## src/rtl/huff_pkg.sv

```systemverilog
package huff_pkg;

  localparam int unsigned sum_base = 64; // First sum-node address

  // Node reference, 9 bits
  typedef struct packed {
    logic       is_sum; // Set for sum nodes
    logic [7:0] idx;    // Symbol for a leaf, address for a sum node
  } node_id_t;

  // Marks a missing node
  localparam node_id_t null_id = '{is_sum: 1'b1, idx: 8'h80};

  // One memory word, 65 bits
  typedef struct packed {
    logic        active; // Still waiting to be merged
    node_id_t    left;   // Lower-frequency child
    node_id_t    right;
    logic [45:0] freq;
  } node_t;

  typedef enum logic {
    op_read  = 1'b0,
    op_write = 1'b1
  } mem_op_t;

  // Request from one peer toward the node memory, 74 bits
  typedef struct packed {
    logic       req;
    mem_op_t    op;
    logic [6:0] addr;
    node_t      wdata; // Only meaningful on writes
  } mem_req_t;

  typedef enum logic [1:0] {
    idle,
    find,  // Finder scanning
    build, // Builder merging two nodes
    done   // Single-cycle end of run
  } ctrl_state_t;

  typedef enum logic [2:0] {
    new_node, // Write the sum node
    l1_read,  // Fetch first child
    null1,    // Write back first child inactive
    l2_read,
    null2,
    fin       // Round complete, wait for build_en to drop
  } htree_state_t;

endpackage
```

## src/rtl/huff_sram_arb.sv

```systemverilog
`timescale 1ns/1ps

module huff_sram_arb import huff_pkg::*; (
  input  logic     clk,
  input  logic     rst_n,
  input  mem_req_t ht_req,   // Builder, highest priority
  input  mem_req_t flv_req,  // Finder
  input  mem_req_t host_req, // Host, lowest priority
  output mem_req_t mem_req,  // Winner toward the memory
  output logic     ht_grant,
  output logic     flv_grant,
  output logic     host_grant,
  output logic     ht_rd_finished,
  output logic     flv_rd_finished,
  output logic     host_rd_finished
);

  logic [2:0] rd_owner; // One-hot {host, flv, ht} of last cycle's granted read

  // Fixed priority, a lower peer waits while a higher one asks
  always_comb begin
    ht_grant   = ht_req.req;
    flv_grant  = flv_req.req && !ht_req.req;
    host_grant = host_req.req && !ht_req.req && !flv_req.req;

    if (ht_grant) begin
      mem_req = ht_req;
    end else if (flv_grant) begin
      mem_req = flv_req;
    end else if (host_grant) begin
      mem_req = host_req;
    end else begin
      mem_req = '0; // Idle memory cycle
    end
  end

  // Remember who read, the data returns one cycle later
  always_ff @(posedge clk or posedge rst_n) begin
    if (rst_n) begin
      rd_owner <= '0;
    end else begin
      rd_owner[0] <= ht_grant && (ht_req.op == op_read);
      rd_owner[1] <= flv_grant && (flv_req.op == op_read);
      rd_owner[2] <= host_grant && (host_req.op == op_read);
    end
  end

  assign ht_rd_finished   = rd_owner[0];
  assign flv_rd_finished  = rd_owner[1];
  assign host_rd_finished = rd_owner[2];

endmodule

```

## config.mk

```make
export PLATFORM = sky130hd
export DESIGN_NAME = huff_sram_arb
export DESIGN_NICKNAME = d
export VERILOG_FILES = /design/src/rtl/huff_pkg.sv /design/src/rtl/huff_sram_arb.sv
export SDC_FILE = /design/constraint.sdc
export NUM_CORES = 1
export LEC_CHECK = 0
export ABC_AREA = 1
export CAP_MARGIN = 5
export CELL_PAD_IN_SITES_DETAIL_PLACEMENT = 0
export CELL_PAD_IN_SITES_GLOBAL_PLACEMENT = 1
export CORE_AREA = 2 2 118 120
export DETAILED_ROUTE_END_ITERATION = 10
export DIE_AREA = 0 0 120 122
export DONT_BUFFER_PORTS = 1
export PLACE_DENSITY_LB_ADDON = 0.1
export SETUP_SLACK_MARGIN = 0.5
export SYNTH_ARGS = -nofsm -noshare
export SYNTH_HDL_FRONTEND = slang
export SYNTH_SLANG_ARGS = --single-unit
```

## constraint.sdc

```tcl
create_clock -name clk -period 0.8 [get_ports clk]
set_input_delay 0.08 -clock clk [delete_from_list [all_inputs] [get_ports clk]]
set_output_delay 0.08 -clock clk [all_outputs]
set_load 0.01 [all_outputs]
```

==> impl_metrics.toml <==
[sta]
worst_slack_ns = -0.152
fin_hold_ws_ns = -0.387
setup_viol = 75
fin_setup_tns_ns = -9.10
fmax_mhz = 1050
post-route-min-period_ns = 0.952
maxSlewViolCount = 0
hold_violations = 6
relSlewSlack = 0.854
rsz0062_at_grt = "true"
tightestPinTransition_ns = 0.219
min_period_over_period = 1.19

[outcome]
status = "complete, but fails checks"
violations = "negative hold slack, negative setup slack"

[floorplanning]
core-area_sq_mm = 0.0135
die_y_microns = 122
die_x_microns = 120
io_pins = 304
start_util = 0.127
die-area_sq_mm = 0.0146
rows = 43

[clock_network]
htree_levels = 1
cts.sinks = 3
clockRootBuffer = "clkbuf_16"
cts_made_buffers = 3
cts_tree = "yes"
clk_pin_slew_worst_paths_ns = 0.03
clockBufferDepth = 2

[placement]
placedCellCount = 496
place_hpwl_mm = 6.73
post_dp_cell_area_sq_mm = 0.00223
gp_congestion = 0.682
portBuffers = 0

[detailed_routing]
post_drt_wl_per_cell_microns = 20.5
via_per_inst = 5.13
routed_wl_mm = 10.5
drc_errors = 0
vias = 2620
ant_nets = 0
first_pass_iters = 6
drt_iter0_markers = 83

[finish]
antenna_cells = 0
postLayoutCoreUtil = 0.209
registers.top_by_ff_count = "rd_owner"
nFillCells = 1546
finalNetCount = 556
final_cell_area_sq_mm = 0.00282
top_regs = "rd_owner (3)"
synthToLayoutAreaGrowth_pct = 64.3
fin_cells = 511
final_layout_size_suffix_gt1_frac = 0.462
largest_register_ffs = 3

[pwr]
power_switching_uw = 839
share_comb_of_total_power = 0.555
p_clk_frac = 0.368
vdd_drop_max_mv = 0.775
switching_share = 0.393
p_int_mw = 1.29
powerDensity_mw_per_mm2 = 757
seqPwrFrac = 0.077
p_leak_nw = 1.25

[grt]
gr-usage-all-layers = 0.119
grt_max_degree = 79
grt-ovfl-total = 0
antenna_found_initial = 0
first_global_vias = 2491
grt_pass1_wl_mm = 13.8

[hold_path]
min_path_type = "in2async"

[synthesis]
avgSynthCellArea_sq_um = 4.95
synth_area_sq_mm = 0.00172
seq_area_frac_synth = 0.0437
syn_nets = 571
syn_inst = 347
yosys_warnings = 0
synth-seq-cells = 3
synth_cell_types = 9

[setup_path]
worstSetupEndpointType = "output port"
critPathLaunchType = "input port"
worstPathRequired_ns = 0.72
crit_fanout = 78
critPathKind = "in2out"
cp.arrival_ns = 0.87

[job]
max-cap-violations = 0
==> cell type report <==
cell class / instances / area, sq um / area share
multi-input combinational: 299 / 2080 / 0.736
timing repair buffer: 19 / 292 / 0.103
tap: 180 / 225 / 0.0799
clock buffer: 4 / 78.8 / 0.0280
sequential: 3 / 75.1 / 0.0266
timing repair inverter: 2 / 38.8 / 0.0138
inverter: 4 / 33.8 / 0.0120
==> power by group through the flow <==
stage | registers, mW | clock network (mW) | logic [mW]
after floorplan | 0.165 | 0 | 1.04
after global routing | 0.165 | 0.814 | 1.29
after global placement | 0.167 | 0 | 1.01
final | 0.165 | 0.785 | 1.18
after CTS | 0.165 | 0.798 | 1.14
after detailed placement | 0.167 | 0 | 0.997
==> logic make-up after synthesis <==
kind of cell / count (synthesis) / synth area share
buf+inv: 45 / 0.142
flops: 3 / 0.0437
simple gates: 299 / 0.814
==> synthesized netlist by cell type <==
cell type / n / area (sq um)
nor2_1: 4 / 15.0
inv_2: 1 / 3.75
buf_2: 24 / 120
nand3_1: 220 / 1100
nand2_1: 75 / 282
inv_1: 3 / 11.3
clkbuf_1: 5 / 18.8
dfrtp_1: 3 / 75.1
buf_4: 12 / 90.1
==> critical path: stages <==
cell and delay, ns:
nor2_4 0.18, buf_4 0.14, buf_12 0.16, nand3_2 0.09
nand3_2 0.10
==> layer usage <==
layer	share of wire	GRT usage	vias to the layer above
li1	-	-	1187
met1	0.35	0.129	1243
met2	0.55	0.240	181
met3	0.084	0.0201	9
met4	0.011	0.0213	0
met5	0	0	-
==> cells in the final DEF, fill, tap and decap left out, drive strengths merged <==
cell type    n
buf         17
clkbuf       6
clkinv       1
dfrtp        3
inv          5
nand2       75
nand3      220
nor2         4
==> final timing paths <==
path | slack, ns | end | depth (start not counted) | from
max in group asynchronous | 1.06 | rd_owner[1] | 1 | rst_n
min in group clk | -0.09 | rd_owner[0] | 1 | ht_req[72]
max | -0.15 | mem_req[35] | 5 | ht_req[73]
min | -0.39 | rd_owner[0] | 1 | rst_n
==> metrics by stage <==
step / hold slack, ns / total power [mW] / setup slack, ns
after floorplan: -0.166 / 1.20 / 0.101
after global placement: -0.154 / 1.17 / -0.0235
after detailed placement: -0.153 / 1.16 / -0.0205
after CTS: -0.385 / 2.10 / -0.00452
after global routing: -0.384 / 2.27 / -0.0670
final: -0.387 / 2.13 / -0.152
==> timing repair <==
action / CTS / global route
hold endpoints to repair: 6 / 6
endpoints found under the setup margin: 82 / 81
gates resized for setup: 49 / 22
cloned: 4 / 3
setup buffers: 4 / 0
Note: power is estimated with default switching activity, not from simulation.
