<file path="src/rtl/huff_pkg.sv">
package huff_pkg;

  localparam int unsigned sum_base = 64; // First sum-node address

  // Node reference, 9 bits
  typedef struct packed {
    logic       is_sum; // Set for sum nodes
    logic [7:0] idx;    // Symbol for a leaf, address for a sum node
  } node_id_t;

  // Marks a missing node
  localparam node_id_t null_id = '{is_sum: 1'b1, idx: 8'h80};

  // One memory word, 65 bits
  typedef struct packed {
    logic        active; // Still waiting to be merged
    node_id_t    left;   // Lower-frequency child
    node_id_t    right;
    logic [45:0] freq;
  } node_t;

  typedef enum logic {
    op_read  = 1'b0,
    op_write = 1'b1
  } mem_op_t;

  // Request from one peer toward the node memory, 74 bits
  typedef struct packed {
    logic       req;
    mem_op_t    op;
    logic [6:0] addr;
    node_t      wdata; // Only meaningful on writes
  } mem_req_t;

  typedef enum logic [1:0] {
    idle,
    find,  // Finder scanning
    build, // Builder merging two nodes
    done   // Single-cycle end of run
  } ctrl_state_t;

  typedef enum logic [2:0] {
    new_node, // Write the sum node
    l1_read,  // Fetch first child
    null1,    // Write back first child inactive
    l2_read,
    null2,
    fin       // Round complete, wait for build_en to drop
  } htree_state_t;

endpackage
</file>
<file path="src/rtl/huff_ctrl.sv">
`timescale 1ns/1ps

module huff_ctrl import huff_pkg::*; (
  input  logic     clk,
  input  logic     rst_n,
  input  logic     start,    // Ignored while a run is in progress
  input  logic     flv_done,
  input  logic     ht_fin,
  input  node_id_t least1,
  input  node_id_t least2,
  output logic     find_en,
  output logic     build_en,
  output logic     busy,
  output logic     done,     // One-cycle end of run
  output node_id_t root      // Valid from done until the next done
);

  ctrl_state_t state;

  always_ff @(posedge clk or posedge rst_n) begin
    if (rst_n) begin
      state <= idle;
      root  <= null_id;
    end else begin
      case (state)
        idle: begin
          if (start) begin
            state <= find;
          end
        end
        find: begin
          if (flv_done) begin
            // Fewer than two active nodes, so the tree is finished
            if (least2 == null_id) begin
              state <= huff_pkg::done;
              root  <= least1; // null_id for an empty tree
            end else begin
              state <= build;
            end
          end
        end
        build: begin
          if (ht_fin) begin
            state <= find; // Next round rescans the memory
          end
        end
        default: begin
          state <= idle; // End-of-run cycle
        end
      endcase
    end
  end

  // Phase levels decode straight from the state
  assign find_en  = (state == find);
  assign build_en = (state == build);
  assign busy     = (state != idle);
  assign done     = (state == huff_pkg::done);

endmodule

</file>
<file path="config.mk">
export PLATFORM = sky130hd
export DESIGN_NAME = huff_ctrl
export DESIGN_NICKNAME = d
export VERILOG_FILES = /design/src/rtl/huff_pkg.sv /design/src/rtl/huff_ctrl.sv
export SDC_FILE = /design/constraint.sdc
export NUM_CORES = 1
export LEC_CHECK = 0
export BUFFER_PORTS_ARGS = -buffer_cell sky130_fd_sc_hd__buf_2
export CELL_PAD_IN_SITES_DETAIL_PLACEMENT = 1
export CELL_PAD_IN_SITES_GLOBAL_PLACEMENT = 1
export CORE_UTILIZATION = 29
export DETAILED_ROUTE_END_ITERATION = 8
export PLACE_DENSITY_LB_ADDON = 0.1
export SYNTH_ARGS = -nofsm -noshare
export SYNTH_HDL_FRONTEND = slang
export SYNTH_SLANG_ARGS = --single-unit
</file>
<file path="constraint.sdc">
create_clock -name clk -period 2.1 [get_ports clk]
set_clock_uncertainty 0.2 [all_clocks]
set_input_delay 0.21 -clock clk [delete_from_list [all_inputs] [get_ports clk]]
set_output_delay 0.21 -clock clk [all_outputs]
set_load 0.05 [all_outputs]
</file>
==> out/metrics.csv <==
stage,metric,value,unit
routing,vias per cell,4.38,
power,Pwr Density,831,nW/µm²
power,Lkg Pwr,0.000479,µW
timing,RSZ-0062 raised after global routing,false,
clock_tree,Worst-path clk slew,0.07,ns
placed_design,PortBufs,35,
placed_design,dpl ws,0.363,ns
floorplanning,# rows,15,
routing,DRT iter0 DRCs,1,
finish,share of cells above drive strength 1,62.5,%
critical_path,crit path DAT,1.73,ns
timing,Worst slew margin,70.7,%
critical_path,Worst path slowest cell,dlygate4sd3_1,
critical_path,cells along the critical path,dlygate4sd3_1 -> buf_2 -> and3b_1 -> and4b_1 -> buf_4 -> mux2_4,
critical_path,crit path launch type,input port,
clock_tree,H-tree levels,1,
clock_tree,CTS max path bufs,2,
power,clock group share of total power,20.1,%
timing,ratio of final minimum period to clock period,84.6,%
placed_design,routability cong.,0.676,
clock_tree,PostCTS Resize Cnt,0,
finish,Fillers,204,
finish,Layout area overhead,64.9,%
floorplanning,# IOs,36,
timing,Final Setup Violations,0,
min_path,worst min-delay path category,in2reg,
critical_path,"slowest stage delay, CP",0.51,ns
critical_path,Worst EP required,2.06,ns
timing,fin. max-slew vios,0,
global_routing,total gr overflow,0,
timing,Achievable Freq,563,MHz
floorplanning,chip width,45.1,µm
timing,Final WS setup,0.324,ns
floorplanning,Initial Util,31.2,%
critical_path,crit path kind,in2reg,
timing,fin crit period,1.78,ns
global_routing,Total GRT Usage,16.8,%
critical_path,Critical Path Sink Type,flip-flop,
finish,area occupied by multi-input gates,241,µm²
floorplanning,DIE HEIGHT,45.1,µm
timing,Final Hold Slack,0.0260,ns
timing,Hold Fails Final Rpt,0,
floorplanning,full die area,2030,µm²
clock_tree,clock root buffer,clkbuf_4,
synthesis,sequential area share after synthesis,51.6,%
finish,cell area after layout,887,µm²
clock_tree,CTS sink cnt,11,
power,Psw,306,µW
power,Logic pwr share,44.1,%
global_routing,pin count of the biggest net entering global routing,12,
synthesis,"Avg Cell Area, Syn",14.5,µm²
synthesis,Syn Std Cell Area,538,µm²
synthesis,Gate Count Post-Synth,37,
run_status,status,"complete, no violations",
clock_tree,worst skew pair latency,0.27,ns
synthesis,synth warn,0,
clock_tree,Num CTS Buffers,3,
power,Peak VDD IR,0.000518,V
floorplanning,Placeable Area,1730,µm²
routing,iteration count of the initial detailed-routing pass,2,
synthesis,number of synthesized register bits,11,
finish,sequential cell area,278,µm²
synthesis,post-synth net total,60,
routing,final WL,1430,µm
power,internal power,431,µW
finish,Final Core Density,51.4,%
synthesis,Unique masters post-synth,18,
global_routing,initial antenna violation count,0,
global_routing,vias in the first global route,502,
finish,ant diodes,0,
timing,Setup TNS Final,0,ns
routing,# DRC,0,
finish,Nets,112,
critical_path,critical path peak fanout,9,
power,switching share of total power,41.5,%
power,Seq pwr share,35.8,%
routing,via count,495,
routing,post-DR wirelength/cell,12.7,µm
global_routing,first-pass GRT wire length,2190,µm
timing,worst-margin pin slew,0.439,ns
clock_tree,CTS tree,yes,
placed_design,Post-DP Area,741,µm²
routing,Antenna Nets Post-Route,0,
job,Max Cap Violations,0,
[sequential cells by signal (all words and copies together), names as in the netlist]
signal / cells
root: 9
state: 2
[critical path, delay by kind of cell]
kind | cells | cell delay, ns
and+or+nand+nor | 2 | 0.37
buffers and inverters | 3 | 0.82
muxes | 1 | 0.33
[per-stage QoR]
stage | std cells | total power [µW]
after floorplan | 37 | 487
after global placement | 97 | 561
after detailed placement | 97 | 562
after CTS | 113 | 742
after global routing | 113 | 773
final | 113 | 737
[placed cells by master, fill, tap and decap left out]
cell type / instances
nor2b_2: 1
mux2_4: 9
nor4_2: 1
nand2_1: 2
and3b_1: 1
a21o_2: 1
and2b_2: 1
a32oi_1: 1
nor3_1: 1
o21bai_1: 1
nand4_1: 1
and4b_1: 1
and2_2: 1
clkbuf_1: 1
dlygate4sd3_1: 12
buf_4: 1
clkbuf_4: 3
dfstp_2: 2
dfrtp_1: 9
or2_1: 1
buf_2: 35
inv_1: 2
[power groups by stage]
stage | Combinational, µW | Clock (µW) | Sequential [µW]
after floorplan | 214 | 0 | 273
final | 325 | 148 | 264
after global placement | 295 | 0 | 266
after CTS | 326 | 152 | 264
after global routing | 343 | 161 | 269
after detailed placement | 294 | 0 | 268
[path summary, 6_finish.rpt]
kind	slack [ns]	startpoint	to	depth (start not counted)
max in group asynchronous	1.08	rst_n	root[7]	3
hold reg to reg	0.31	root[2]	root[2]	1
hold / removal	0.03	ht_fin	state[1]	3
setup / recovery	0.32	flv_done	root[3]	6
setup reg to reg	0.38	state[0]	root[3]	4
min in group asynchronous	0.29	rst_n	root[2]	3
[kinds of logic (layout without fill, tap and decap cells)]
| kind of cell | Yosys count | count (layout) | synth area share, % |
|---|---|---|---|
| buffers and inverters | 3 | 54 | 3.49 |
| multiplexers | 9 | 9 | 25.1 |
| AND/OR/NAND/NOR | 11 | 11 | 15.1 |
| AO/OA/AOI/OAI | 3 | 3 | 4.65 |
| flip-flops | 11 | 11 | 51.6 |
[timing repair]
| item | in CTS | in global routing |
|---|---|---|
| hold buffers | 12 | 0 |
| setup buffers | 0 | 0 |
| hold endpoints to repair | 19 | 0 |
[Yosys cell counts (all sizes together)]
master / number / share of area [%]
mux2: 9 / 25
buf: 1 / 2.1
dfrtp: 9 / 42
nor3: 1 / 0.93
and2: 1 / 1.4
nand2: 2 / 1.4
inv: 2 / 1.4
nor4: 1 / 2.3
and3b: 1 / 1.6
dfstp: 2 / 9.8
o21bai: 1 / 1.4
and2b: 1 / 1.6
or2: 1 / 1.2
nor2b: 1 / 1.6
a32oi: 1 / 1.6
and4b: 1 / 1.9
a21o: 1 / 1.6
nand4: 1 / 1.2
[routing by layer]
| layer | vias to the layer above | routed length, µm | GRT usage [%] |
|---|---|---|---|
| met5 | - | 0 | 0 |
| li1 | 235 | - | - |
| met1 | 227 | 599 | 18.5 |
| met2 | 29 | 691 | 27.8 |
| met4 | 0 | 47 | 14.5 |
| met3 | 4 | 92 | 2.80 |
[area by class of cell]
class / count / area share, %
multi-input combinational: 23 / 27.2
timing repair buffer: 48 / 34.1
sequential: 11 / 31.3
inverter: 2 / 0.846
clock buffer: 4 / 2.96
tap: 25 / 3.53
Power figures use the tool's default switching activity.
