==> src/rtl/huff_pkg.sv <==
package huff_pkg;

  localparam int unsigned sum_base = 64; // First sum-node address

  // Node reference, 9 bits
  typedef struct packed {
    logic       is_sum; // Set for sum nodes
    logic [7:0] idx;    // Symbol for a leaf, address for a sum node
  } node_id_t;

  // Marks a missing node
  localparam node_id_t null_id = '{is_sum: 1'b1, idx: 8'h80};

  // One memory word, 65 bits
  typedef struct packed {
    logic        active; // Still waiting to be merged
    node_id_t    left;   // Lower-frequency child
    node_id_t    right;
    logic [45:0] freq;
  } node_t;

  typedef enum logic {
    op_read  = 1'b0,
    op_write = 1'b1
  } mem_op_t;

  // Request from one peer toward the node memory, 74 bits
  typedef struct packed {
    logic       req;
    mem_op_t    op;
    logic [6:0] addr;
    node_t      wdata; // Only meaningful on writes
  } mem_req_t;

  typedef enum logic [1:0] {
    idle,
    find,  // Finder scanning
    build, // Builder merging two nodes
    done   // Single-cycle end of run
  } ctrl_state_t;

  typedef enum logic [2:0] {
    new_node, // Write the sum node
    l1_read,  // Fetch first child
    null1,    // Write back first child inactive
    l2_read,
    null2,
    fin       // Round complete, wait for build_en to drop
  } htree_state_t;

endpackage
==> src/rtl/huff_htree.sv <==
`timescale 1ns/1ps

module huff_htree import huff_pkg::*; (
  input  logic        clk,
  input  logic        rst_n,
  input  logic        build_en,   // Level from controller, low resets the round
  input  node_id_t    least1,     // Held by the finder for the whole round
  input  node_id_t    least2,
  input  logic [45:0] sum,
  output mem_req_t    mem_req,
  input  logic        grant,
  input  logic        rd_finished,
  input  node_t       rdata,
  output logic        ht_fin,     // One-cycle round complete
  output logic [6:0]  node_count  // Sum nodes written so far
);

  htree_state_t state;
  logic         rd_pend;    // Child read granted, data not back yet
  logic         in_read;    // In one of the two child read states
  logic [6:0]   child_addr; // Address of the child being handled
  node_t        child_q;    // Child entry as read back

  assign in_read = (state == l1_read) || (state == l2_read);

  // First child during l1_read and null1, second one afterwards
  assign child_addr = ((state == l1_read) || (state == null1)) ?
                      least1.idx[6:0] : least2.idx[6:0];

  always_comb begin
    mem_req      = '0;
    mem_req.addr = child_addr;
    if (build_en) begin
      case (state)
        new_node: begin
          mem_req.req   = 1'b1;
          mem_req.op    = op_write;
          mem_req.addr  = 7'(sum_base) + node_count; // Next free sum slot
          mem_req.wdata = '{active: 1'b1, left: least1, right: least2, freq: sum};
        end
        l1_read, l2_read: begin
          mem_req.req = !rd_pend; // Hold until granted, then wait for data
          mem_req.op  = op_read;
        end
        null1, null2: begin
          mem_req.req          = 1'b1;
          mem_req.op           = op_write;
          mem_req.wdata        = child_q;
          mem_req.wdata.active = 1'b0; // Child is merged now
        end
        default: begin
          mem_req.req = 1'b0; // fin drives nothing
        end
      endcase
    end
  end

  always_ff @(posedge clk or posedge rst_n) begin
    if (rst_n) begin
      state      <= new_node;
      rd_pend    <= 1'b0;
      ht_fin     <= 1'b0;
      node_count <= '0;
    end else begin
      ht_fin <= 1'b0;
      if (!build_en) begin
        state   <= new_node; // Ready for the next round
        rd_pend <= 1'b0;
      end else begin
        case (state)
          new_node: begin
            if (grant) begin
              node_count <= node_count + 7'd1;
              state      <= l1_read;
            end
          end
          l1_read, l2_read: begin
            if (grant) begin
              rd_pend <= 1'b1;
            end
            if (rd_finished) begin
              rd_pend <= 1'b0;
              state   <= (state == l1_read) ? null1 : null2;
            end
          end
          null1: begin
            if (grant) begin
              state <= l2_read;
            end
          end
          null2: begin
            if (grant) begin
              state  <= fin;
              ht_fin <= 1'b1; // High while sitting in fin's first cycle
            end
          end
          default: begin
            state <= fin; // Park until build_en drops
          end
        endcase
      end
    end
  end

  // Latch the child word on its return strobe
  always_ff @(posedge clk) begin
    if (in_read && rd_finished) begin
      child_q <= rdata;
    end
  end

endmodule

==> config.mk <==
export PLATFORM = sky130hd
export DESIGN_NAME = huff_htree
export DESIGN_NICKNAME = d
export VERILOG_FILES = /design/src/rtl/huff_pkg.sv /design/src/rtl/huff_htree.sv
export SDC_FILE = /design/constraint.sdc
export NUM_CORES = 1
export LEC_CHECK = 0
export ABC_CLOCK_PERIOD_IN_PS = 5400
export BUFFER_PORTS_ARGS = -buffer_cell sky130_fd_sc_hd__buf_2
export CAP_MARGIN = 20
export CORE_MARGIN = 2
export CORE_UTILIZATION = 40
export CTS_CLUSTER_DIAMETER = 40
export DETAILED_ROUTE_END_ITERATION = 10
export GPL_TIMING_DRIVEN = 0
export PLACE_DENSITY = 0.84
export SETUP_SLACK_MARGIN = 0.02
export SYNTH_ARGS = -nofsm -noshare
export SYNTH_HDL_FRONTEND = slang
export SYNTH_SLANG_ARGS = --single-unit
==> constraint.sdc <==
create_clock -name clk -period 5.4 [get_ports clk]
set_clock_uncertainty 0.1 [all_clocks]
set_input_delay 1.35 -clock clk [delete_from_list [all_inputs] [get_ports clk]]
set_output_delay 1.35 -clock clk [all_outputs]
set_load 0.01 [all_outputs]
==> flow_metrics.py <==
metrics = {
    "yosys": {
        "yosys_warnings": 0,
        "postSynthCellCount": 222,
        "ys_types": 31,
        "syn-cell-area_mm2": 0.003376,
        "syn_area_per_cell_um2": 15.21,
        "synth_seq_cells": 76,
        "syn_nets": 357,
        "ys_seq_area_frac": 0.6583,
    },
    "routing": {
        "dr.pass1.iters": 4,
        "drc": 0,
        "wl_per_cell_um": 17.07,
        "antenna_left": 0,
        "wl_mm": 9.509,
        "first_iter_violations": 119,
        "via_per_inst": 5.117,
        "vias": 2850,
    },
    "die": {
        "start_util": 0.4108,
        "die_area_mm2": 0.009190,
        "dieHeight_um": 95.87,
        "die_x_um": 95.87,
        "core_mm2": 0.008217,
        "ios": 216,
        "num_rows": 33,
    },
    "placement": {
        "place_hpwl_mm": 7.340,
        "gp_congestion": 0.8288,
        "io_buffers": 214,
        "post_dp_cell_area_mm2": 0.004606,
    },
    "setup_path": {
        "crit_start": "build_en",
        "max_stage_delay_ns": 0.73,
        "rr_endpoint": "child_q[31]$_DFFE_PP_",
        "crit_type": "input port to primary output",
        "worst-path-max-fanout": 10,
        "cp_slowest_cell": "nor2_1",
        "cp.required_ns": 3.95,
        "start_kind": "input port",
        "crit_end": "mem_req[54]",
        "setup.worst_path.end_class": "primary output",
        "rr_worst_depth": 4,
        "crit_top_cell": "buf_2",
        "reg2reg_from": "state[2]$_DFFE_PP0P_",
        "rrSetupSlack_ns": 3.08,
        "critPathArrivalTime_ns": 3.15,
        "cp_cell_sequence": "buf_2 -> nand2b_1 -> nor2_1 -> clkbuf_1 -> a22o_1 -> buf_2",
    },
    "outcome": {
        "status": "completed",
    },
    "global_route": {
        "antenna_found_initial": 0,
        "grt-ovfl-total": 0,
        "grt_usage": 0.2029,
        "grt_max_degree": 35,
        "grt_pass1_vias": 2779,
        "grt_first_pass_wirelength_mm": 13.62,
    },
    "sta": {
        "drv_slew": 0,
        "period_minus_slack_ns": 4.603,
        "tightestPinTransition_ns": 0.9572,
        "fmax_mhz": 217.3,
        "hold_violations": 0,
        "rsz0062_at_grt": "no",
        "setup_violations": 0,
        "holdWs_ns": 0.4171,
        "fin_crit_sh": 0.8523,
        "max_slew_margin": 0.3604,
    },
    "final_layout": {
        "fin_nets": 583,
        "num_antenna_cells": 0,
        "n_fill_cell": 710,
        "drive_gt1_frac": 0.5420,
        "multiInputGateArea_um2": 998.5,
        "finalInstanceArea_mm2": 0.004810,
        "area_delta_synth_final_pct": 42.48,
        "seqCellArea_mm2": 0.002222,
    },
    "cts": {
        "ctsHoldBuffers": 0,
        "clockBufferDepth": 2,
        "cts.htree.levels": 3,
        "cts_tree": "built",
        "cts-resized-gates": 0,
        "clock-sinks": 76,
        "clk_pin_slew_ns": 0.07,
        "clkLatencyLatePin_ns": 0.34,
        "cts_setup_buffers": 0,
        "clock-root-buffer": "clkbuf_8",
        "cts-buffers-inserted": 9,
    },
    "pwr": {
        "pwr_density_cell_mw_per_mm2": 309.5,
        "cellLeakagePower_nw": 2.204,
        "ir_worst_vdd_v": 0.0001677,
    },
    "flow_run": {
        "drv_cap": 0,
    },
    "min_path": {
        "worstHoldPathType": "flop to flop",
    },
}
final cells by class:
class,count,area share
flip-flops and latches,76,0.4620
repair buffers,215,0.2268
multi-input cells,123,0.2076
plain buffers,20,0.03044
well taps,105,0.02732
clock buffers,9,0.02575
clock inverters,6,0.01665
inverters,3,0.003382
cells by family after synthesis:
family          after synthesis  share of synthesized area
compound gates               77                     0.1983
xor+xnor                      9                    0.02335
fa+ha+maj                     1                   0.003706
buf+inv                      23                    0.04819
flops                        76                     0.6583
mux                           1                   0.003336
simple gates                 35                    0.06486
cell usage in the layout (no fill, tap or decap), types with 2 or more instances in the layout:
| cell | instances |
|---|---|
| bufinv_16 | 2 |
| and2_0 | 6 |
| dfrtp_1 | 12 |
| edfxtp_1 | 64 |
| clkinv_1 | 2 |
| clkbuf_1 | 8 |
| and4_1 | 2 |
| buf_2 | 217 |
| a22o_1 | 64 |
| inv_1 | 2 |
| nand4_1 | 2 |
| nor2_1 | 3 |
| a21oi_1 | 2 |
| nor3b_1 | 9 |
| buf_6 | 9 |
| xnor2_1 | 9 |
| nand3_1 | 2 |
| clkbuf_8 | 9 |
| a221o_1 | 6 |
| nand2_1 | 4 |
layer usage:
metal  part of all wire  track usage
met3              0.084      0.07048
met5                  0            0
met2               0.51       0.3514
met4              0.019      0.08333
met1               0.39       0.2277
how the worst min path moves through the flow:
| stage | from | to | depth (start not counted) |
|---|---|---|---|
| 3_3_place_gp | node_count[6]$_DFFE_PP0P_ | node_count[6]$_DFFE_PP0P_ | 1 |
| 6_report | node_count[6]$_DFFE_PP0P_ | node_count[6]$_DFFE_PP0P_ | 1 |
| 5_1_grt | node_count[6]$_DFFE_PP0P_ | node_count[6]$_DFFE_PP0P_ | 1 |
| 2_1_floorplan | node_count[6]$_DFFE_PP0P_ | node_count[6]$_DFFE_PP0P_ | 1 |
| 4_1_cts | node_count[6]$_DFFE_PP0P_ | node_count[6]$_DFFE_PP0P_ | 1 |
| 3_5_place_dp | node_count[6]$_DFFE_PP0P_ | node_count[6]$_DFFE_PP0P_ | 1 |
power by group:
part	switching [W]	internal, W
registers	0.0000349	0.000678
clock network	0.000201	0.000254
logic	0.000158	0.000163
flip-flops by register name, indices dropped and copies added (netlist names):
name and cells:
ht_fin 1, child_q 64, node_count 7, state 3, rd_pend 1
per-stage QoR:
stage,total power (W),TNS [ns],instances,worst slack (ns),util
floorplan,0.0008935,0,222,0.6479,-
global placement,0.001035,-28.64,541,-0.4389,0.5572
detailed placement,0.001046,0,542,0.8307,0.5605
CTS,0.001499,0,557,0.8294,0.5854
global route,0.001561,0,557,0.6932,0.5854
finish,0.001488,0,557,0.7973,0.5854
critical path: cells and delay by family:
family / cells / cell delay [ns]
buf+inv: 3 / 0.75
compound gates: 1 / 0.22
simple gates: 2 / 0.83
cells in the mapped netlist (all sizes together):
cell / instances / area, um2
a211oi: 1 / 7.510
a21boi: 1 / 7.510
a21oi: 2 / 10.01
a221o: 6 / 60.06
a22o: 64 / 560.5
a311o: 1 / 10.01
a31oi: 1 / 6.260
and2: 6 / 37.54
and3: 1 / 6.260
and4: 2 / 17.52
buf: 12 / 116.4
clkbuf: 8 / 30.03
clkinv: 1 / 8.760
dfrtp: 12 / 300.3
edfxtp: 64 / 1922
ha: 1 / 12.51
inv: 2 / 7.510
mux2: 1 / 11.26
nand2: 5 / 21.27
nand2b: 1 / 6.260
nand3: 2 / 10.01
nand4: 2 / 12.51
nor2: 4 / 15.01
nor3: 1 / 5.000
nor3b: 9 / 67.56
o21a: 1 / 7.510
or2: 1 / 6.260
or4b: 1 / 13.76
xnor2: 9 / 78.83
Note: power is estimated with default switching activity, not from simulation.
