--- config.mk ---
export PLATFORM = sky130hd
export DESIGN_NAME = huff_flv
export DESIGN_NICKNAME = d
export VERILOG_FILES = /design/src/rtl/huff_pkg.sv /design/src/rtl/huff_flv.sv
export SDC_FILE = /design/constraint.sdc
export NUM_CORES = 1
export LEC_CHECK = 0
export ABC_AREA = 0
export BUFFER_PORTS_ARGS = -buffer_cell sky130_fd_sc_hd__buf_2
export CAP_MARGIN = 20
export CORE_AREA = 2 2 149 151
export CTS_CLUSTER_SIZE = 25
export DETAILED_ROUTE_END_ITERATION = 12
export DIE_AREA = 0 0 151 153
export GPL_TIMING_DRIVEN = 0
export HOLD_SLACK_MARGIN = 0.06
export PLACE_DENSITY_LB_ADDON = 0.05
export SLEW_MARGIN = 20
export SYNTH_ARGS = -nofsm -noshare
export SYNTH_HDL_FRONTEND = slang
export SYNTH_SLANG_ARGS = --single-unit
--- constraint.sdc ---
create_clock -name clk -period 15.3 [get_ports clk]
set_input_delay 0.765 -clock clk [delete_from_list [all_inputs] [get_ports clk]]
set_output_delay 0.765 -clock clk [all_outputs]
set_load 0.05 [all_outputs]
--- src/rtl/huff_pkg.sv ---
package huff_pkg;

  localparam int unsigned sum_base = 64; // First sum-node address

  // Node reference, 9 bits
  typedef struct packed {
    logic       is_sum; // Set for sum nodes
    logic [7:0] idx;    // Symbol for a leaf, address for a sum node
  } node_id_t;

  // Marks a missing node
  localparam node_id_t null_id = '{is_sum: 1'b1, idx: 8'h80};

  // One memory word, 65 bits
  typedef struct packed {
    logic        active; // Still waiting to be merged
    node_id_t    left;   // Lower-frequency child
    node_id_t    right;
    logic [45:0] freq;
  } node_t;

  typedef enum logic {
    op_read  = 1'b0,
    op_write = 1'b1
  } mem_op_t;

  // Request from one peer toward the node memory, 74 bits
  typedef struct packed {
    logic       req;
    mem_op_t    op;
    logic [6:0] addr;
    node_t      wdata; // Only meaningful on writes
  } mem_req_t;

  typedef enum logic [1:0] {
    idle,
    find,  // Finder scanning
    build, // Builder merging two nodes
    done   // Single-cycle end of run
  } ctrl_state_t;

  typedef enum logic [2:0] {
    new_node, // Write the sum node
    l1_read,  // Fetch first child
    null1,    // Write back first child inactive
    l2_read,
    null2,
    fin       // Round complete, wait for build_en to drop
  } htree_state_t;

endpackage
--- src/rtl/huff_flv.sv ---
`timescale 1ns/1ps

module huff_flv import huff_pkg::*; #(
  parameter int num_leaves = 64, // Leaf addresses scanned below sum_base
  parameter int depth      = 128 // Memory words, last scanned address is depth-1
) (
  input  logic        clk,
  input  logic        rst_n,
  input  logic        find_en,
  output mem_req_t    mem_req,
  input  logic        grant,
  input  logic        rd_finished,
  input  node_t       rdata,
  output node_id_t    least1,  // Smallest active node
  output node_id_t    least2,  // Second smallest
  output logic [45:0] sum,     // Combined frequency of both
  output logic        flv_done
);

  logic        find_en_q;  // For rising-edge detect
  logic        start_scan;
  logic        issued_all; // Every address has been requested
  logic [6:0]  addr;       // Next address to request
  logic [6:0]  rd_addr;    // Address whose data returns next cycle
  logic        rd_last;    // That read is the final one of the scan
  node_id_t    rd_id;      // Node id formed from rd_addr
  logic        take1;      // Returned node becomes the new smallest
  logic        take2;      // Returned node becomes the second smallest
  logic        l1_valid;
  logic        l2_valid;
  node_id_t    l1_id;
  node_id_t    l2_id;
  logic [45:0] l1_freq;
  logic [45:0] l2_freq;

  assign start_scan = find_en && !find_en_q;

  // Leaf index is its symbol and address, sum index is its address
  assign rd_id = '{is_sum: (rd_addr >= 7'(sum_base)), idx: {1'b0, rd_addr}};

  // Strict compare, so on a tie the lower address already held wins
  assign take1 = rd_finished && rdata.active && (!l1_valid || rdata.freq < l1_freq);
  assign take2 = rd_finished && rdata.active && !take1 &&
                 (!l2_valid || rdata.freq < l2_freq);

  // Back-to-back reads, one per granted cycle
  always_comb begin
    mem_req      = '0;
    mem_req.req  = find_en && !issued_all;
    mem_req.op   = op_read;
    mem_req.addr = addr;
  end

  always_ff @(posedge clk or posedge rst_n) begin
    if (rst_n) begin
      find_en_q  <= 1'b0;
      issued_all <= 1'b1; // No scan pending
      addr       <= '0;
      rd_last    <= 1'b0;
      l1_valid   <= 1'b0;
      l2_valid   <= 1'b0;
      flv_done   <= 1'b0;
    end else begin
      find_en_q <= find_en;
      flv_done  <= rd_finished && rd_last; // Last compare lands at the same edge
      if (start_scan) begin
        issued_all <= 1'b0;
        addr       <= '0;
        l1_valid   <= 1'b0; // Results held until here
        l2_valid   <= 1'b0;
      end else begin
        if (grant) begin
          rd_last <= (addr == 7'(depth - 1));
          if (addr == 7'(depth - 1)) begin
            issued_all <= 1'b1;
          end else if (addr == 7'(num_leaves - 1)) begin
            addr <= 7'(sum_base); // Skip unused leaf slots
          end else begin
            addr <= addr + 7'd1;
          end
        end
        if (take1) begin
          l1_valid <= 1'b1;
          l2_valid <= l1_valid; // Old smallest moves down
        end else if (take2) begin
          l2_valid <= 1'b1;
        end
      end
    end
  end

  // Candidate payload
  always_ff @(posedge clk) begin
    if (grant) begin
      rd_addr <= addr;
    end
    if (take1) begin
      l2_id   <= l1_id;
      l2_freq <= l1_freq;
      l1_id   <= rd_id;
      l1_freq <= rdata.freq;
    end else if (take2) begin
      l2_id   <= rd_id;
      l2_freq <= rdata.freq;
    end
  end

  assign least1 = l1_valid ? l1_id : null_id;
  assign least2 = l2_valid ? l2_id : null_id;
  assign sum    = (l1_valid ? l1_freq : 46'd0) + (l2_valid ? l2_freq : 46'd0);

endmodule

==> run summary, run 1 <==
Status: complete, no violations
Startpoint types: register
Layout Nets: 1513
TritonCTS clock tree: yes
Crit. End Element: primary output
Total power: 1.22 mW
Placement-stage cell area: 0.0119 mm^2
Worst setup margin: 9.86 ns
Worst Path Max Fanout: 10
DPL Wire Length: 19.8 mm
Initial antenna violation count: 1
Top FF cell, synth: edfxtp_1
I/O pins: 209
Cell Rows: 54
# diodes: 0
Pin count of the biggest net entering global routing: 47
Ratio of cells with drive above 1 in the final layout: 0.226
Fin util: 0.584
Crit-path slowest cell: nor3_1
DRT iter0 DRCs: 370
Root Buffer: clkbuf_16
P&R area growth vs syn: 18.3%
Slew @ Worst Pin: 0.645 ns
Seq/Total Area, Yosys: 0.356
Maximum buffer depth of the clock tree: 2
Clk_skew: 0.0143 ns
Num CTS Buffers: 17
Cell Chain, Critical Path: inv_2 -> buf_1 -> nor2_1 -> ha_1 -> clkbuf_1 -> a21o_1 -> a21oi_1 -> a2bb2oi_1 -> o31a_1 -> a211oi_1 -> nor3_1 -> nand3_1 -> a41oi_1 -> xnor2_1 -> buf_2
Met3 Use GR: 0.0499
Clk Latency, worst-skew pair: 0.43 ns
Slowest cell delay on critical path: 0.54 ns
Setup bufs post-CTS: 0
Pwr dens: 97.1 mW/mm^2
Most used routing layer: met2
Synthesized flop and latch total: 128
Leakage: 6.48 nW
Critical Path AT: 4.67 ns
Gr ovfl total: 0
Hold WC Path Type: input pin to async pin
Routed Antenna Nets: 0
Max Freq: 0.184 GHz
Average size of a mapped cell: 9.70 um^2
Post-route cell area: 0.0126 mm^2
Period minus WS final: 5.44 ns
Vias in the first global route: 8141
RSZ-0062 raised after global routing: no
Library cells used by synthesis: 57
Cell Area, Synth: 0.0106 mm^2
Residual DRC: 0
Post-synth EDFFs: 115
Wire length per cell: 15.7 um
Final Slew Violations: 0
Initial Utilization: 0.494
Vias: 8253
CP required: 14.53 ns
Slew HR: 0.566
Via density: 5.16
Buffers on Ports: 124
Mapped Cells: 1094
Clock H-tree levels: 4
Met1 GRT Util: 0.303
Syn. warnings: 0
Total Routing Usage GR: 0.223
Horiz. Die Dim: 151 um
Post-place setup slack: 10.26 ns
Setup CP Type: register to primary output
First-pass GRT wire length: 40.6 mm
GPL Wtd Cong: 0.890
Post-cts gate resize count: 0
TritonRoute pass-1 iters: 5
Met2 Use GR: 0.367
Final setup vio count: 0
Max-cap violations: 0
Clock Pin Slew Worst Setup and Hold Paths: 0.06 ns
WL final: 25.2 mm
Cts hold-fix bufs: 0
Period utilisation layout: 0.356
Post-synth ARST share: 0.102
Total Die Area: 0.0231 mm^2
Final hold violations: 0
Fin Setup TNS: 0 ns
Die H: 153 um
Clock sinks: 128
Core Area: 0.0215 mm^2
Maximum VDD drop: 0.0686 mV
cell type report:
cell class | count | area (um^2)
buffer | 100 | 661
inverter | 110 | 415
multi-input combinational | 821 | 6010
tap | 280 | 350
sequential | 128 | 3780
fill | 1965 | 8930
timing repair buffer | 128 | 718
clock inverter | 15 | 189
clock buffer | 17 | 425
logic make-up (layout without fill, tap and decap cells):
family / count (synthesis) / count (layout) / share of synthesized area
xor+xnor: 45 / 45 / 0.0371
other cells: 1 / 66 / 0.000353
buf+inv: 210 / 370 / 0.101
fa+ha+maj: 137 / 137 / 0.162
simple gates: 270 / 270 / 0.119
flops: 128 / 128 / 0.356
mux: 54 / 54 / 0.0746
compound gates: 249 / 249 / 0.149
critical path: cells and delay by family, from the launching register on:
family | cells | cell delay, ns
buf+inv | 4 | 1.20
fa+ha+maj | 1 | 0.30
xor+xnor | 1 | 0.19
flops | 1 | 0.45
simple gates | 3 | 0.79
compound gates | 6 | 1.31
sequential cells by signal (all words and copies together) (netlist names):
register and cells:
flv_done 1, l1_valid 1, l2_freq 46, issued_all 1, l1_id 8, addr 7
l2_id 8, l2_valid 1, rd_last 1, rd_addr 7, find_en_q 1, l1_freq 46
power breakdown:
part / internal (mW) / total (mW) / switching, mW
sequential: 0.407 / 0.418 / 0.0113
clock: 0.236 / 0.419 / 0.183
combinational: 0.118 / 0.382 / 0.263
per-layer routing:
layer  up-vias  routed length (um)
met5         -                   7
met4         2                 145
met3        17                1270
met2       174               11900
met1      3862               11800
li1       4198                   -
per-stage QoR:
stage	hold slack [ns]	cells
floorplan	0.427	1159
global placement	0.429	1563
detailed placement	0.441	1567
CTS	0.362	1599
global route	0.397	1599
finish	0.366	1599
Yosys cell counts (all sizes together), types with 12 or more instances:
library cell / instances / share of area
and2: 18 / 0.011
ha: 136 / 0.16
xor2: 19 / 0.016
nor2: 120 / 0.042
nor3: 12 / 0.0057
nand3: 13 / 0.0061
mux2: 54 / 0.075
dfrtp: 12 / 0.028
a21oi: 87 / 0.041
clkbuf: 23 / 0.0081
o21ai: 39 / 0.018
edfxtp: 115 / 0.33
buf: 77 / 0.054
inv: 110 / 0.039
nand2: 46 / 0.016
nand4: 33 / 0.021
a21o: 65 / 0.046
xnor2: 26 / 0.021
layout by cell type, fill, tap and decap left out, drive strengths merged, types with 8 or more instances in the layout:
master / instances
buf: 205
nand2: 46
nand3: 13
nor2: 120
xor2: 19
mux2: 54
ha: 136
nand4: 33
dfrtp: 12
nor3: 12
edfxtp: 115
conb: 66
and2: 18
o21ai: 39
nor2b: 8
xnor2: 26
a21oi: 87
a21o: 65
o21bai: 11
clkbuf: 40
inv: 119
path summary, 6_finish.rpt:
path	from	end	slack [ns]	depth (start not counted)
setup reg to reg	l1_freq[7]	l2_freq[11]	11.33	14
max in group asynchronous	rst_n	issued_all	14.57	2
hold / removal	rst_n	find_en_q	0.37	2
min in group clk	rd_addr[4]	l1_id[4]	0.45	0
hold reg to reg	rd_addr[4]	l1_id[4]	0.45	0
setup / recovery	l1_valid	sum[45]	9.86	15
No activity file was read; power rests on OpenSTA's default activity.
==> run 2: changes to the inputs <==
- ABC_AREA: 0 -> 1
- CORE_AREA: 2 2 149 151 -> 2 2 159 161
- DIE_AREA: 0 0 151 153 -> 0 0 161 163
- clock period: 15.3 -> 4.63 ns (I/O delays scaled with it)
==> run 2 against run 1 <==
Against the previous run: worst setup slack got worse by 9.7 ns; clock-buffer cell count unchanged; clock power increased to 3.3 times the previous value; die area increased by 14%; largest power group is now registers; via count increased by 40%.
==> run summary, run 2 <==
Worst setup margin: 0.133 ns (-9.73 ns)
Period minus WS final: 4.50 ns
Ratio of cells with drive above 1 in the final layout: 0.132 (-0.0939)
Worst Path Buf+Inv: 3 (-1)
Most frequent cells in the layout: nand2_1 (544), inv_1 (349), ha_1 (136), buf_2 (126), nor2_1 (121)
Num CTS Buffers: 17 (unchanged)
Cell Chain, Critical Path: clkbuf_2 -> nand2_1 -> inv_1 -> ha_1 -> fa_1 -> nand3_1 -> nand2_1 -> nand2_1 -> o211ai_1 -> nand2_1 -> nand2_1 -> nand3_1 -> nand2_1 -> nand2_1 -> nand2_1 -> buf_2
Leakage: 8.31 nW (+28%)
Total Routing Usage GR: 0.273 (+0.0500)
Library cells used by synthesis: 39 (-32%)
Post-synth ARST share: 0.102 (unchanged)
Maximum buffer depth of the clock tree: 2 (unchanged)
I/O pins: 209 (unchanged)
Cell Rows: 58 (+7.4%)
First-pass GRT wire length: 56.0 mm (+38%)
P&R area growth vs syn: 20.0%
WL final: 35.6 mm (+41%)
Final hold violations: 0 (unchanged)
Initial Utilization: 0.490 (-0.00393)
Worst Path Max Fanout: 12 (+2)
Top FF cell, synth: edfxtp_1
Crit. End Element: primary output
Cell family with most CP delay: simple AND/OR/NAND/NOR gates
Seq/Total Area, Yosys: 0.313 (-0.0435)
Pin count of the biggest net entering global routing: 35 (-26%)
Max Freq: 0.222 GHz
DRT iter0 DRCs: 836 (+130%)
RSZ-0062 raised after global routing: no
Most common cell after layout, fill and taps aside: nand2_1
Average size of a mapped cell: 6.96 um^2 (-28%)
Most frequent cell after synthesis: nand2_1
Post-place setup slack: 0.292 ns (-9.97 ns)
Slew @ Worst Pin: 0.733 ns (+0.0884 ns)
Total Die Area: 0.0262 mm^2 (+14%)
Setup CP Type: register to primary output
Synthesized flop and latch total: 128 (unchanged)
Critical Path AT: 4.27 ns (-0.40 ns)
Syn. warnings: 0 (unchanged)
Area occupied by registers: 0.00378 mm^2 (unchanged)
Vias in the first global route: 10991 (+35%)
Layout Nets: 2201 (+45%)
TritonCTS clock tree: yes
CP required: 4.40 ns (-10.13 ns)
Initial antenna violation count: 0 (-1)
# diodes: 0 (unchanged)
Synth area leader: edfxtp_1
GPL Wtd Cong: 0.941 (+5.7%)
Hold WC Path Type: input pin to register
Synth top cells by count: nand2_1 (544), inv_1 (350), ha_1 (136)
Routed Antenna Nets: 0 (unchanged)
Slew HR: 0.509 (-0.0566)
Post-synth EDFFs: 115 (unchanged)
Clk_skew: 0.0130 ns (-0.00136 ns)
Buffers on Ports: 124 (unchanged)
Residual DRC: 0 (unchanged)
Wire length per cell: 15.2 um (-3.3%)
Clk Latency, worst-skew pair: 0.43 ns (about the same)
Top cell type's share of synthesized area: 0.286 (-0.0398)
Mapped Cells: 1738 (+59%)
Clock sinks: 128 (unchanged)
Multi-input logic area: 0.00656 mm^2 (+9.0%)
Core Area: 0.0247 mm^2 (+15%)
Slowest cell delay on critical path: 0.80 ns (+0.26 ns)
Vias: 11578 (+40%)
Cell Area, Synth: 0.0121 mm^2 (+14%)
DPL Wire Length: 29.0 mm (+46%)
Maximum VDD drop: 0.222 mV (+220%)
Die H: 163 um (+6.5%)
Root Buffer: clkbuf_16
Gr ovfl total: 0 (unchanged)
Fill count: 2414 (+23%)
Synth top area cells: edfxtp_1 (29%), nand2_1 (17%), ha_1 (14%)
Largest regs: l1_freq: 46 flops, l2_freq: 46 flops
Crit-path slowest cell: dfrtp_1
Pwr dens: 285 mW/mm^2 (+190%)
Horiz. Die Dim: 161 um (+6.6%)
Clock Pin Slew Worst Setup and Hold Paths: 0.06 ns (about the same)
Status: complete, no violations
Period utilisation layout: 0.971
Setup bufs post-CTS: 0 (unchanged)
Max-cap violations: 0 (unchanged)
Final Slew Violations: 0 (unchanged)
Via density: 4.95 (-4.0%)
Crit path top cell by count: nand2_1
TritonRoute pass-1 iters: 6 (+1)
Final setup vio count: 0 (unchanged)
Total power: 4.14 mW (+240%)
Clock H-tree levels: 4 (unchanged)
Startpoint types: register
run 2: per-stage QoR:
step / TNS [ns] / hold slack [ns] / std cells / instance area [um^2] / utilization
2_1_floorplan: 0 / 0.108 / 1803 / 12300 / -
3_3_place_gp: -86.83 / 0.284 / 2257 / 13400 / 0.542
3_5_place_dp: 0 / 0.287 / 2260 / 13500 / 0.545
4_1_cts: 0 / 0.0682 / 2338 / 14500 / 0.588
5_1_grt: 0 / 0.0651 / 2337 / 14500 / 0.588
6_report: 0 / 0.0770 / 2337 / 14500 / 0.588
run 2: repair_timing:
action,CTS,global route
pin swaps,0,0
gates resized for setup,1,2
endpoints found under the setup margin,8,8
endpoints found under the hold margin,58,0
hold buffers,47,0
run 2: routing by layer:
metal,up-vias,track usage,wire length [um]
li1,5843,-,-
met4,0,0.0739,706
met5,-,0,0
met2,402,0.443,15800
met1,5294,0.378,16400
met3,39,0.0458,2690
run 2: worst paths after layout:
path	slack, ns	start	cells after the start	end
worst max-delay path	0.13	l1_valid	16	sum[28]
worst min-delay path	0.08	rdata[30]	1	l1_freq[30]
worst max register to register	1.55	l1_freq[37]	12	l2_freq[41]
worst min register to register	0.47	rd_addr[4]	0	l1_id[4]
max in group asynchronous	3.88	rst_n	3	issued_all
min in group asynchronous	0.38	rst_n	3	addr[2]
run 2: layout make-up:
cell class / instances / share of cell area
Tap cell: 330 / 0.0285
Timing Repair Buffer: 174 / 0.0804
Sequential cell: 128 / 0.261
Inverter: 350 / 0.0907
Clock buffer: 17 / 0.0293
Buffer: 94 / 0.0473
Clock inverter: 15 / 0.0114
Multi-Input combinational cell: 1229 / 0.452
run 2: cell families after synthesis:
group / share of synthesized area
AO/OA/AOI/OAI: 0.0779
adder cells (fa/ha/maj): 0.142
flip-flops: 0.313
XOR/XNOR: 0.0203
AND/OR/NAND/NOR: 0.281
buffers and inverters: 0.166
other: 0.000310
run 2: power breakdown:
part           internal [mW]  leakage, nW  switching (mW)
Combinational          0.384         6.77           0.978
Clock                  0.724        0.287           0.643
Sequential              1.35         1.25          0.0604
Total                   2.46         8.31            1.68
run 2: worst register-to-register path: stages, from the launching register on:
cell and delay, ns:
edfxtp_1 0.45, inv_1 0.09, ha_1 0.23, a21o_1 0.18, nor2_1 0.18, nand2_1 0.11, a21oi_1 0.26, nand3_1 0.14
nand2_2 0.11, buf_6 0.21, nor2_1 0.10, nor2_4 0.47, buf_16 0.25
==> run 3: changes to the inputs <==
- ABC_AREA: 1 -> not set
- CORE_AREA: 2 2 159 161 -> 2 2 149 151
- DIE_AREA: 0 0 161 163 -> 0 0 151 153
==> run 3 against run 2 <==
Against the previous run: sequential power barely moved; design area fell by 9.8%; largest cell class unchanged; final cell count fell by 30%.
==> run summary, run 3 (synthesized netlist as in run 1, its figures left out) <==
Final hold violations: 0 (unchanged)
Combinational share of power: 0.320 (-0.009)
Clock Pin Slew Worst Setup and Hold Paths: 0.07 ns (about the same)
Crit. End Element: primary output
Leakage: 6.71 nW (-19%)
Setup CP Type: register to primary output
Pin count of the biggest net entering global routing: 39 (+11%)
Largest regs: l1_freq: 46 flops, l2_freq: 46 flops
Ratio of cells with drive above 1 in the final layout: 0.230 (+0.0982)
Cell Rows: 54 (-6.9%)
Crit path top cell by count: clkbuf_4
Initial Utilization: 0.494 (+0.00393)
GPL Wtd Cong: 0.885 (-6.0%)
Hold Worst Slack: 0.0835 ns (+0.00643 ns)
First-pass GRT wire length: 41.1 mm (-27%)
Internal power: 2.50 mW (+1.7%)
Max-cap violations: 0 (unchanged)
Status: complete, no violations
Multi-input logic area: 0.00607 mm^2 (-7.5%)
Cell Chain, Critical Path: inv_4 -> clkbuf_4 -> nor2_1 -> ha_1 -> clkbuf_1 -> a21oi_1 -> o21ai_0 -> o211ai_1 -> nor2b_1 -> a211oi_1 -> nor3_2 -> nand3_1 -> a41oi_1 -> xnor2_1 -> clkbuf_4
Period utilisation layout: 0.939 (-0.0326)
Vias in the first global route: 8285 (-25%)
Pwr dens: 310 mW/mm^2 (+8.6%)
Initial antenna violation count: 0 (unchanged)
CP required: 4.40 ns (about the same)
Clk_skew: 0.0172 ns (+0.00428 ns)
Most frequent cells in the layout: ha_1 (136), buf_2 (125), nor2_1 (119), edfxtp_1 (115), inv_1 (107)
Die H: 153 um (-6.1%)
# diodes: 0 (unchanged)
Worst setup margin: 0.284 ns (+0.151 ns)
Clock power share: 0.339 (+0.009)
Switching Share: 0.383 (-0.0229)
Fill count: 1889 (-22%)
Worst r2r path cells: 13 (+1)
Residual DRC: 0 (unchanged)
Num CTS Buffers: 17 (unchanged)
DRT iter0 DRCs: 400 (-52%)
Via density: 5.11 (+3.1%)
Post-place setup slack: 0.223 ns (-0.0685 ns)
Maximum buffer depth of the clock tree: 2 (unchanged)
Hold WC Path Type: input pin to register
Clock H-tree levels: 4 (unchanged)
Slew HR: 0.634 (+0.125)
Net Sw Power: 1.55 mW (-7.6%)
Routed Antenna Nets: 0 (unchanged)
Clk Latency, worst-skew pair: 0.43 ns (about the same)
Wire length per cell: 15.4 um (+0.95%)
Horiz. Die Dim: 151 um (-6.2%)
Setup bufs post-CTS: 0 (unchanged)
Final setup vio count: 0 (unchanged)
Hold Path Depth: 1 (unchanged)
I/O pins: 209 (unchanged)
Critical Path AT: 4.11 ns (-0.16 ns)
Total Die Area: 0.0231 mm^2 (-12%)
Reg power frac: 0.341 (about the same)
WL final: 25.3 mm (-29%)
Core Area: 0.0215 mm^2 (-13%)
Slowest cell delay on critical path: 0.47 ns (-0.33 ns)
Period minus WS final: 4.35 ns (-0.151 ns)
P&R area growth vs syn: 23.3%
Total Routing Usage GR: 0.224 (-0.0484)
Crit-path slowest cell: dfrtp_1
Most common cell after layout, fill and taps aside: ha_1
Clock sinks: 128 (unchanged)
Max Freq: 0.230 GHz (+3.5%)
Startpoint types: register
Maximum VDD drop: 0.243 mV (+9.5%)
DPL Wire Length: 19.8 mm (-32%)
Root Buffer: clkbuf_16
Layout Nets: 1558 (-29%)
Gr ovfl total: 0 (unchanged)
Area occupied by registers: 0.00378 mm^2 (unchanged)
Buffers on Ports: 124 (unchanged)
Final Slew Violations: 0 (unchanged)
TritonRoute pass-1 iters: 4 (-2)
TritonCTS clock tree: yes
Worst Path Max Fanout: 10 (-2)
Slew @ Worst Pin: 0.546 ns (-0.187 ns)
Vias: 8397 (-27%)
## run 3: critical path: cells and delay by family (launching register included)
kind / cells / cell delay, ns
AOI/OAI and AO/OA: 5 / 1.07
xor gates and xnor gates: 1 / 0.19
adders and majority gates: 1 / 0.29
buffers and inverters: 4 / 0.91
DFF: 1 / 0.47
and+or+nand+nor: 4 / 0.75
## run 3: through the flow
stage / utilization / cell area (um^2) / total power [mW] / TNS [ns] / cells
after CTS: 0.606 / 13000 / 4.08 / 0 / 1642
after detailed placement: 0.556 / 11900 / 2.66 / 0 / 1567
after global placement: 0.551 / 11800 / 2.64 / -90.24 / 1563
after global routing: 0.609 / 13100 / 4.25 / -0.0237 / 1644
after floorplan: - / 10900 / 2.38 / 0 / 1159
final: 0.609 / 13100 / 4.06 / 0 / 1644
## run 3: power groups by stage
stage / clock (mW) / sequential (mW) / combinational, mW
global route: 1.45 / 1.39 / 1.40
detailed placement: 0 / 1.41 / 1.26
floorplan: 0 / 1.43 / 0.948
finish: 1.38 / 1.38 / 1.30
global placement: 0 / 1.41 / 1.24
CTS: 1.41 / 1.38 / 1.29
## run 3: layer usage
metal,part of all wire,up-vias,GRT usage
met5,0,-,0
met3,0.049,20,0.0427
met1,0.47,3888,0.306
met2,0.47,207,0.366
met4,0.010,0,0.0592
li1,-,4282,-
## run 3: timing repair
| action | CTS | global route |
|---|---|---|
| pin swaps | 0 | 1 |
| gates resized for setup | 10 | 14 |
| hold buffers | 43 | 3 |
| setup endpoints to repair | 9 | 10 |
| hold endpoints to repair | 54 | 3 |
## run 3: cell type report
cell class / count / area share
multi-input cells: 821 / 0.464
repair buffers: 174 / 0.0903
clock buffers: 17 / 0.0325
flip-flops and latches: 128 / 0.289
inverters: 110 / 0.0319
plain buffers: 99 / 0.0513
clock inverters: 15 / 0.0146
well taps: 280 / 0.0268
## run 3: worst paths after layout
path                                  from          end  slack [ns]
worst min-delay path             rdata[37]  l1_freq[37]        0.08
max in group asynchronous            rst_n   issued_all        3.88
worst min register to register  rd_addr[5]     l1_id[5]        0.46
min in group asynchronous            rst_n      addr[6]        0.38
worst max register to register  l1_freq[7]  l1_freq[25]        0.75
worst max-delay path              l1_valid      sum[45]        0.28
